--- src/common/bbc_pkg.sv ---
package bbc_pkg;

	// Widths with a meaning on the bus
	typedef logic [15:0] cpu_addr_t;
	typedef logic [7:0]  byte_t;
	typedef logic [15:0] mem_addr_t;
	typedef logic [14:0] disp_addr_t;
	typedef logic [13:0] crtc_ma_t;
	typedef logic [4:0]  crtc_ra_t;
	typedef logic [3:0]  romsel_t;
	typedef logic [3:0]  phase_t;

	// One CPU access as seen at the bus cycle boundary
	typedef struct packed {
		cpu_addr_t addr;
		byte_t     wdata;
		logic      we;
	} cpu_req_t;

	// Shared RAM port
	typedef struct packed {
		mem_addr_t adr;
		byte_t     wdata;
	} mem_bus_t;

	// IC32 addressable latch, declared MSB first so sound_we_n is bit 0
	typedef struct packed {
		logic       shift_led_n;
		logic       caps_led_n;
		logic [1:0] disp_offs;
		logic       keyb_auto_n;
		logic       speech_rd_n;
		logic       speech_wr_n;
		logic       sound_we_n;
	} sys_flags_t;

	typedef enum logic [1:0] {S_RESET, S_VIDEO, S_CPU, S_WRITE} slot_state_t;

	// Phase numbers inside one 16-step bus cycle
	localparam phase_t PHASE_CPU_START = 4'd8;
	localparam phase_t PHASE_WRITE     = 4'd12;
	localparam phase_t PHASE_LAST      = 4'd15;

	// FE30..FE3F
	localparam logic [11:0] ROMSEL_PAGE = 12'hFE3;

endpackage

--- src/hdl/phase_timer.sv ---
module phase_timer (
	input  logic CLK32M_I,
	input  logic reset_i,
	output logic phi0_o,
	output logic cpu_start_o,
	output logic wr_strobe_o,
	output logic cpu_clken_o
);

	bbc_pkg::phase_t phase_q;
	bbc_pkg::phase_t phase_next;

	// Wraps from 15 back to 0 on its own
	assign phase_next = phase_q + 4'd1;

	// Decode from the next count so each output lines up with its phase
	always_ff @(posedge CLK32M_I)
	begin
		if (reset_i)
		begin
			phase_q     <= '0;
			phi0_o      <= 1'b0;
			cpu_start_o <= 1'b0;
			wr_strobe_o <= 1'b0;
			cpu_clken_o <= 1'b0;
		end
		else
		begin
			phase_q     <= phase_next;
			// CPU half is phases 8..15
			phi0_o      <= (phase_next >= bbc_pkg::PHASE_CPU_START);
			cpu_start_o <= (phase_next == bbc_pkg::PHASE_CPU_START);
			wr_strobe_o <= (phase_next == bbc_pkg::PHASE_WRITE);
			cpu_clken_o <= (phase_next == bbc_pkg::PHASE_LAST);
		end
	end

endmodule

--- src/hdl/slot_sequencer.sv ---
module slot_sequencer (
	input  logic                  CLK32M_I,
	input  logic                  reset_i,
	input  logic                  cpu_start_i,
	input  logic                  wr_strobe_i,
	input  logic                  cpu_clken_i,
	input  bbc_pkg::cpu_req_t     cpu_req_i,
	input  bbc_pkg::disp_addr_t   disp_addr_i,
	output bbc_pkg::mem_bus_t     mem_o,
	output logic                  mem_we_o
);

	bbc_pkg::slot_state_t state_q;
	bbc_pkg::slot_state_t state_next;
	bbc_pkg::cpu_req_t    req_q;

	// Slot transitions
	always_comb
	begin
		state_next = state_q;
		case (state_q)
			bbc_pkg::S_RESET:
			begin
				// Wait for the counter wrap so the first video half is complete
				if (cpu_clken_i)
					state_next = bbc_pkg::S_VIDEO;
			end
			bbc_pkg::S_VIDEO:
			begin
				if (cpu_start_i)
					state_next = bbc_pkg::S_CPU;
			end
			bbc_pkg::S_CPU:
			begin
				if (cpu_clken_i)
					state_next = bbc_pkg::S_VIDEO;
				else if (wr_strobe_i && req_q.we)
					state_next = bbc_pkg::S_WRITE;
			end
			bbc_pkg::S_WRITE:
			begin
				// Single clock strobe
				state_next = bbc_pkg::S_CPU;
			end
			default:
			begin
				state_next = bbc_pkg::S_RESET;
			end
		endcase
	end

	always_ff @(posedge CLK32M_I)
	begin
		if (reset_i)
			state_q <= bbc_pkg::S_RESET;
		else
			state_q <= state_next;
	end

	// CPU request captured at the start of the CPU half
	always_ff @(posedge CLK32M_I)
	begin
		if (state_q == bbc_pkg::S_VIDEO && cpu_start_i)
			req_q <= cpu_req_i;
	end

	// Address mux, display owns the bus until the CPU half begins
	always_comb
	begin
		if (state_q == bbc_pkg::S_CPU || state_q == bbc_pkg::S_WRITE)
			mem_o.adr = req_q.addr;
		else
			mem_o.adr = {1'b0, disp_addr_i};
		mem_o.wdata = req_q.wdata;
	end

	assign mem_we_o = (state_q == bbc_pkg::S_WRITE);

endmodule

--- src/hdl/display_addr.sv ---
module display_addr (
	input  logic                CLK32M_I,
	input  logic                reset_i,
	input  bbc_pkg::crtc_ma_t   crtc_ma_i,
	input  bbc_pkg::crtc_ra_t   crtc_ra_i,
	input  logic [1:0]          disp_offs_i,
	output bbc_pkg::disp_addr_t disp_addr_o
);

	logic [3:0]          mode_offs;
	logic [3:0]          nibble;
	bbc_pkg::disp_addr_t addr_next;

	// Wrap correction per screen mode group
	always_comb
	begin
		case (disp_offs_i)
			2'd0: mode_offs = 4'd8;   // mode 3, restart at 0x4000
			2'd1: mode_offs = 4'd12;  // mode 6, restart at 0x6000
			2'd2: mode_offs = 4'd6;   // modes 0-2, restart at 0x3000
			default: mode_offs = 4'd11;
		endcase
	end

	always_comb
	begin
		// Past the top of RAM when MA12 is set
		if (crtc_ma_i[12])
			nibble = crtc_ma_i[11:8] + mode_offs;
		else
			nibble = crtc_ma_i[11:8];

		// Teletext fetches from the 1K window at 0x3C00 or 0x7C00
		if (crtc_ma_i[13])
			addr_next = {nibble[3], 4'b1111, crtc_ma_i[9:0]};
		else
			addr_next = {nibble, crtc_ma_i[7:0], crtc_ra_i[2:0]};
	end

	always_ff @(posedge CLK32M_I)
	begin
		if (reset_i)
			disp_addr_o <= '0;
		else
			disp_addr_o <= addr_next;
	end

endmodule

--- src/hdl/sys_latch.sv ---
module sys_latch (
	input  logic                CLK32M_I,
	input  logic                reset_i,
	input  logic                cpu_clken_i,
	input  bbc_pkg::cpu_req_t   cpu_req_i,
	input  bbc_pkg::byte_t      via_pb_i,
	output bbc_pkg::romsel_t    romsel_o,
	output bbc_pkg::sys_flags_t flags_o
);

	bbc_pkg::byte_t latch_q;
	logic           romsel_wr;

	// Paged ROM register write at the end of the CPU cycle
	assign romsel_wr = cpu_clken_i && cpu_req_i.we
		&& (cpu_req_i.addr[15:4] == bbc_pkg::ROMSEL_PAGE);

	always_ff @(posedge CLK32M_I)
	begin
		if (reset_i)
		begin
			romsel_o <= '0;
			latch_q  <= '0;
		end
		else
		begin
			if (romsel_wr)
				romsel_o <= cpu_req_i.wdata[3:0];
			// PB2..0 select the bit, PB3 is the value
			latch_q[via_pb_i[2:0]] <= via_pb_i[3];
		end
	end

	assign flags_o = bbc_pkg::sys_flags_t'(latch_q);

endmodule

--- src/hdl/bbc_mem_sys.sv ---
module bbc_mem_sys (
	input  logic                CLK32M_I,
	input  logic                reset_i,
	input  bbc_pkg::cpu_req_t   cpu_req_i,
	input  bbc_pkg::crtc_ma_t   crtc_ma_i,
	input  bbc_pkg::crtc_ra_t   crtc_ra_i,
	input  bbc_pkg::byte_t      via_pb_i,
	output bbc_pkg::mem_bus_t   mem_o,
	output logic                mem_we_o,
	output logic                mem_sync_o,
	output logic                phi0_o,
	output bbc_pkg::romsel_t    romsel_o,
	output bbc_pkg::sys_flags_t flags_o
);

	logic                cpu_start;
	logic                wr_strobe;
	logic                cpu_clken;
	bbc_pkg::disp_addr_t disp_addr;

	// SDRAM controller syncs to the CPU clock enable
	assign mem_sync_o = cpu_clken;

	phase_timer u_phase_timer (
		.CLK32M_I    (CLK32M_I),
		.reset_i     (reset_i),
		.phi0_o      (phi0_o),
		.cpu_start_o (cpu_start),
		.wr_strobe_o (wr_strobe),
		.cpu_clken_o (cpu_clken)
	);

	slot_sequencer u_slot_sequencer (
		.CLK32M_I    (CLK32M_I),
		.reset_i     (reset_i),
		.cpu_start_i (cpu_start),
		.wr_strobe_i (wr_strobe),
		.cpu_clken_i (cpu_clken),
		.cpu_req_i   (cpu_req_i),
		.disp_addr_i (disp_addr),
		.mem_o       (mem_o),
		.mem_we_o    (mem_we_o)
	);

	display_addr u_display_addr (
		.CLK32M_I    (CLK32M_I),
		.reset_i     (reset_i),
		.crtc_ma_i   (crtc_ma_i),
		.crtc_ra_i   (crtc_ra_i),
		.disp_offs_i (flags_o.disp_offs),
		.disp_addr_o (disp_addr)
	);

	sys_latch u_sys_latch (
		.CLK32M_I    (CLK32M_I),
		.reset_i     (reset_i),
		.cpu_clken_i (cpu_clken),
		.cpu_req_i   (cpu_req_i),
		.via_pb_i    (via_pb_i),
		.romsel_o    (romsel_o),
		.flags_o     (flags_o)
	);

endmodule

--- config.mk ---
export PLATFORM = sky130hd
export DESIGN_NAME = bbc_mem_sys
export DESIGN_NICKNAME = d
export VERILOG_FILES = /design/src/common/bbc_pkg.sv /design/src/hdl/phase_timer.sv /design/src/hdl/slot_sequencer.sv /design/src/hdl/display_addr.sv /design/src/hdl/sys_latch.sv /design/src/hdl/bbc_mem_sys.sv
export SDC_FILE = /design/constraint.sdc
export NUM_CORES = 1
export LEC_CHECK = 0
export BUFFER_PORTS_ARGS = -buffer_cell sky130_fd_sc_hd__buf_2
export CAP_MARGIN = 20
export CORE_UTILIZATION = 41
export DETAILED_ROUTE_END_ITERATION = 10
export PLACE_DENSITY = 0.68
export SYNTH_ARGS = -nofsm -noshare
export SYNTH_HDL_FRONTEND = slang
export SYNTH_HIERARCHICAL = 1
export SYNTH_SLANG_ARGS = --single-unit
--- constraint.sdc ---
create_clock -name CLK32M_I -period 4.3 [get_ports CLK32M_I]
set_input_delay 0 -clock CLK32M_I [delete_from_list [all_inputs] [get_ports CLK32M_I]]
set_output_delay 0 -clock CLK32M_I [all_outputs]
set_load 0.005 [all_outputs]
==> impl_metrics.json <==
{
  "rsz0062_at_grt": "false",
  "drtAntennaViolNets": 0,
  "postCtsSetupRepairBufs": 0,
  "fmax_mhz": 454.4,
  "cts_buffers": 9,
  "finalPower_mw": 1.242,
  "syn_nets": 273,
  "die_y_microns": 82.13,
  "status": "completed",
  "ir_worst_vdd_v": 0.0002072,
  "crit_required_ns": 4.52,
  "p_per_area_mw_per_mm2": 337.5,
  "p_leak_nw": 1.664,
  "grt_first_pass_wirelength_microns": 8735,
  "path_clk_slew_ns": 0.06,
  "die_w_microns": 82.13,
  "cp_max_fo": 4,
  "vias": 1931,
  "tritoncts": "built",
  "drive_above_1_share_pct": 31.76,
  "antenna_found_initial": 0,
  "gr-total-overflow": 0,
  "nets": 398,
  "placementRows": 28,
  "die_area_sq_mm": 0.006745,
  "num_antenna_cells": 0,
  "cts.path.max_buffers": 2,
  "synth-seq-cells": 62,
  "grt_pass1_vias": 1898,
  "arrival_ns": 2.42,
  "timing.final.hold_violations": 0,
  "mostFrequentLayoutCells": "buf_2, dlygate4sd3_1, dfxtp_1, nor2_1, edfxtp_1",
  "cts_resized": 0,
  "ys_types": 37,
  "final_common_cell": "buf_2",
  "end_kind": "register",
  "yosys.area.top_type": "edfxtp_1",
  "slew_headroom_pct": 39.23,
  "synth_area_leaders": "edfxtp_1, dfxtp_1, mux2i_1",
  "fin_area_sq_mm": 0.003679,
  "ys_warn_count": 6,
  "period_needed_ns": 2.201,
  "drc_errors": 0,
  "synth.top_cell.area_share_pct": 28.52,
  "fin_crit_sh_pct": 51.18,
  "place_area_sq_mm": 0.003075,
  "setup_tns_ns": 0,
  "insertion_delay_ns": 0.33,
  "area_growth_pct": 39.73,
  "ios": 93,
  "crit_path_end": "u_display_addr/disp_addr_o[14]",
  "multi_input_area_sq_mm": 0.001041,
  "crit_start": "u_sys_latch/flags_o[4]",
  "portBuffers": 86,
  "drt_iter0_drc": 63,
  "fill_cells": 523,
  "min-delay-path-class": "input pin to register",
  "grt_start_max_net_pins": 42,
  "synth_area_sq_mm": 0.002633,
  "hpwl_microns": 3507,
  "reg2reg_depth": 8,
  "tightestPinTransition_ns": 0.9103,
  "timing.rr.start": "u_sys_latch/flags_o[4]",
  "syn_area_per_cell_sq_um": 12.54,
  "initial_core_util_pct": 43.44,
  "cts_max_level": 3,
  "viasPerCell": 4.653,
  "regToRegSetupSlack_ns": 2.10,
  "drt-pass1-iter-count": 4,
  "routed_wl_microns": 5458,
  "dp_slack_ns": 2.091,
  "ys_seq_area_share_pct": 56.65,
  "regArea_sq_mm": 0.001491,
  "wl_per_cell_microns": 13.15,
  "core_sq_mm": 0.006061,
  "cap_viol_max_count": 0,
  "final.setup.worst_slack_ns": 2.099,
  "fin_hold_ws_ns": 0.01536,
  "slew_violations": 0,
  "synthCells": 210,
  "grt_usage_pct": 17.99,
  "cts_sinks": 62,
  "r2r-end": "u_display_addr/disp_addr_o[14]",
  "place_congestion": 0.7230,
  "skew_ns": 0.008330,
  "setup_violations": 0,
  "postCtsHoldBufs": 42,
  "start_kind": "register",
  "path_class": "register to register",
  "root_buffer": "clkbuf_8"
}
[cells in the mapped netlist]
master and instances:
nor2_1 32, a31oi_1 1, nand4_4 1, buf_2 4
ha_1 8, edfxtp_1 25, and3b_1 1, mux2i_1 23
dfxtp_1 37, mux2_1 16, and2_1 2, nand2_1 4
inv_1 3, and4bb_2 1, nand4b_4 1, xnor2_1 3
or3b_1 1, nand2b_1 10, nor4_4 1, a21oi_2 1
xor2_1 1, nor3_1 1, nor2b_1 3, or2_4 1
nand3b_1 3, a211oi_1 2, a21o_1 1, nand4_1 1
nor3b_1 3, nand4b_1 1, fa_1 1, nand3_1 2
clkbuf_1 3, a21oi_1 2, and4b_1 1, or2_2 1
buf_4 8
[worst max-delay path: stages, from the launching register on]
cell and delay [ns]:
dfxtp_1 0.38, inv_1 0.08, ha_1 0.19, or2_2 0.30
ha_1 0.28, a21o_1 0.16, a21oi_2 0.14, mux2i_1 0.23
mux2_1 0.33
[logic make-up after synthesis]
| kind of cell | count (synthesis) | share of synthesized area, % |
|---|---|---|
| xor gates and xnor gates | 4 | 1.331 |
| AOI/OAI and AO/OA | 7 | 1.806 |
| and+or+nand+nor | 71 | 16.16 |
| adders and majority gates | 9 | 4.563 |
| buffers and inverters | 18 | 3.897 |
| DFF | 62 | 56.65 |
| muxes | 39 | 15.59 |
[layer usage]
metal | track usage (%) | part of all wire, % | up-vias
met5 | 0 | 0 | -
met4 | 8.421 | 1.5 | 0
met3 | 4.945 | 6.7 | 8
met2 | 29.42 | 46 | 69
met1 | 21.94 | 46 | 877
li1 | - | - | 977
[worst min path at each step]
stage | start | endpoint | slack (ns) | cells after the start
2_1_floorplan | reset_i | u_phase_timer/phase_q[0] | 0.07 | 1
6_report | crtc_ma_i[11] | u_display_addr/disp_addr_o[14] | 0.02 | 3
5_1_grt | via_pb_i[3] | u_sys_latch/flags_o[5] | 0.03 | 3
4_1_cts | crtc_ma_i[11] | u_display_addr/disp_addr_o[14] | 0.006 | 3
3_3_place_gp | cpu_req_i[12] | u_slot_sequencer/req_q[12] | 0.18 | 1
3_5_place_dp | cpu_req_i[6] | u_slot_sequencer/mem_o[5] | 0.18 | 1
[metrics by stage]
step	instances	utilization, %
final	415	60.69
after global routing	415	60.69
after CTS	415	60.69
after detailed placement	357	50.74
after global placement	357	50.74
after floorplan	210	-
[state kept, by name, indices dropped and copies added, names as in the netlist, 2 cells and up]
| register | count |
|---|---|
| u_display_addr/disp_addr_o | 15 |
| u_phase_timer/phase_q | 4 |
| u_slot_sequencer/mem_o | 8 |
| u_slot_sequencer/req_q | 17 |
| u_slot_sequencer/state_q | 2 |
| u_sys_latch/flags_o | 8 |
| u_sys_latch/romsel_o | 4 |
[layout make-up]
| type | instances | share of cell area, % |
|---|---|---|
| Clock inverter | 4 | 1.293 |
| Multi-Input combinational cell | 130 | 28.30 |
| Tap cell | 75 | 2.551 |
| Sequential cell | 62 | 40.54 |
| Clock buffer | 12 | 3.673 |
| Inverter | 3 | 0.3061 |
| Timing Repair Buffer | 129 | 23.33 |
[report_power, final]
group | internal, mW | switching (mW)
Combinational | 0.0782 | 0.0548
Sequential | 0.626 | 0.00628
Clock | 0.266 | 0.211
Note: power is estimated with default switching activity, not from simulation.
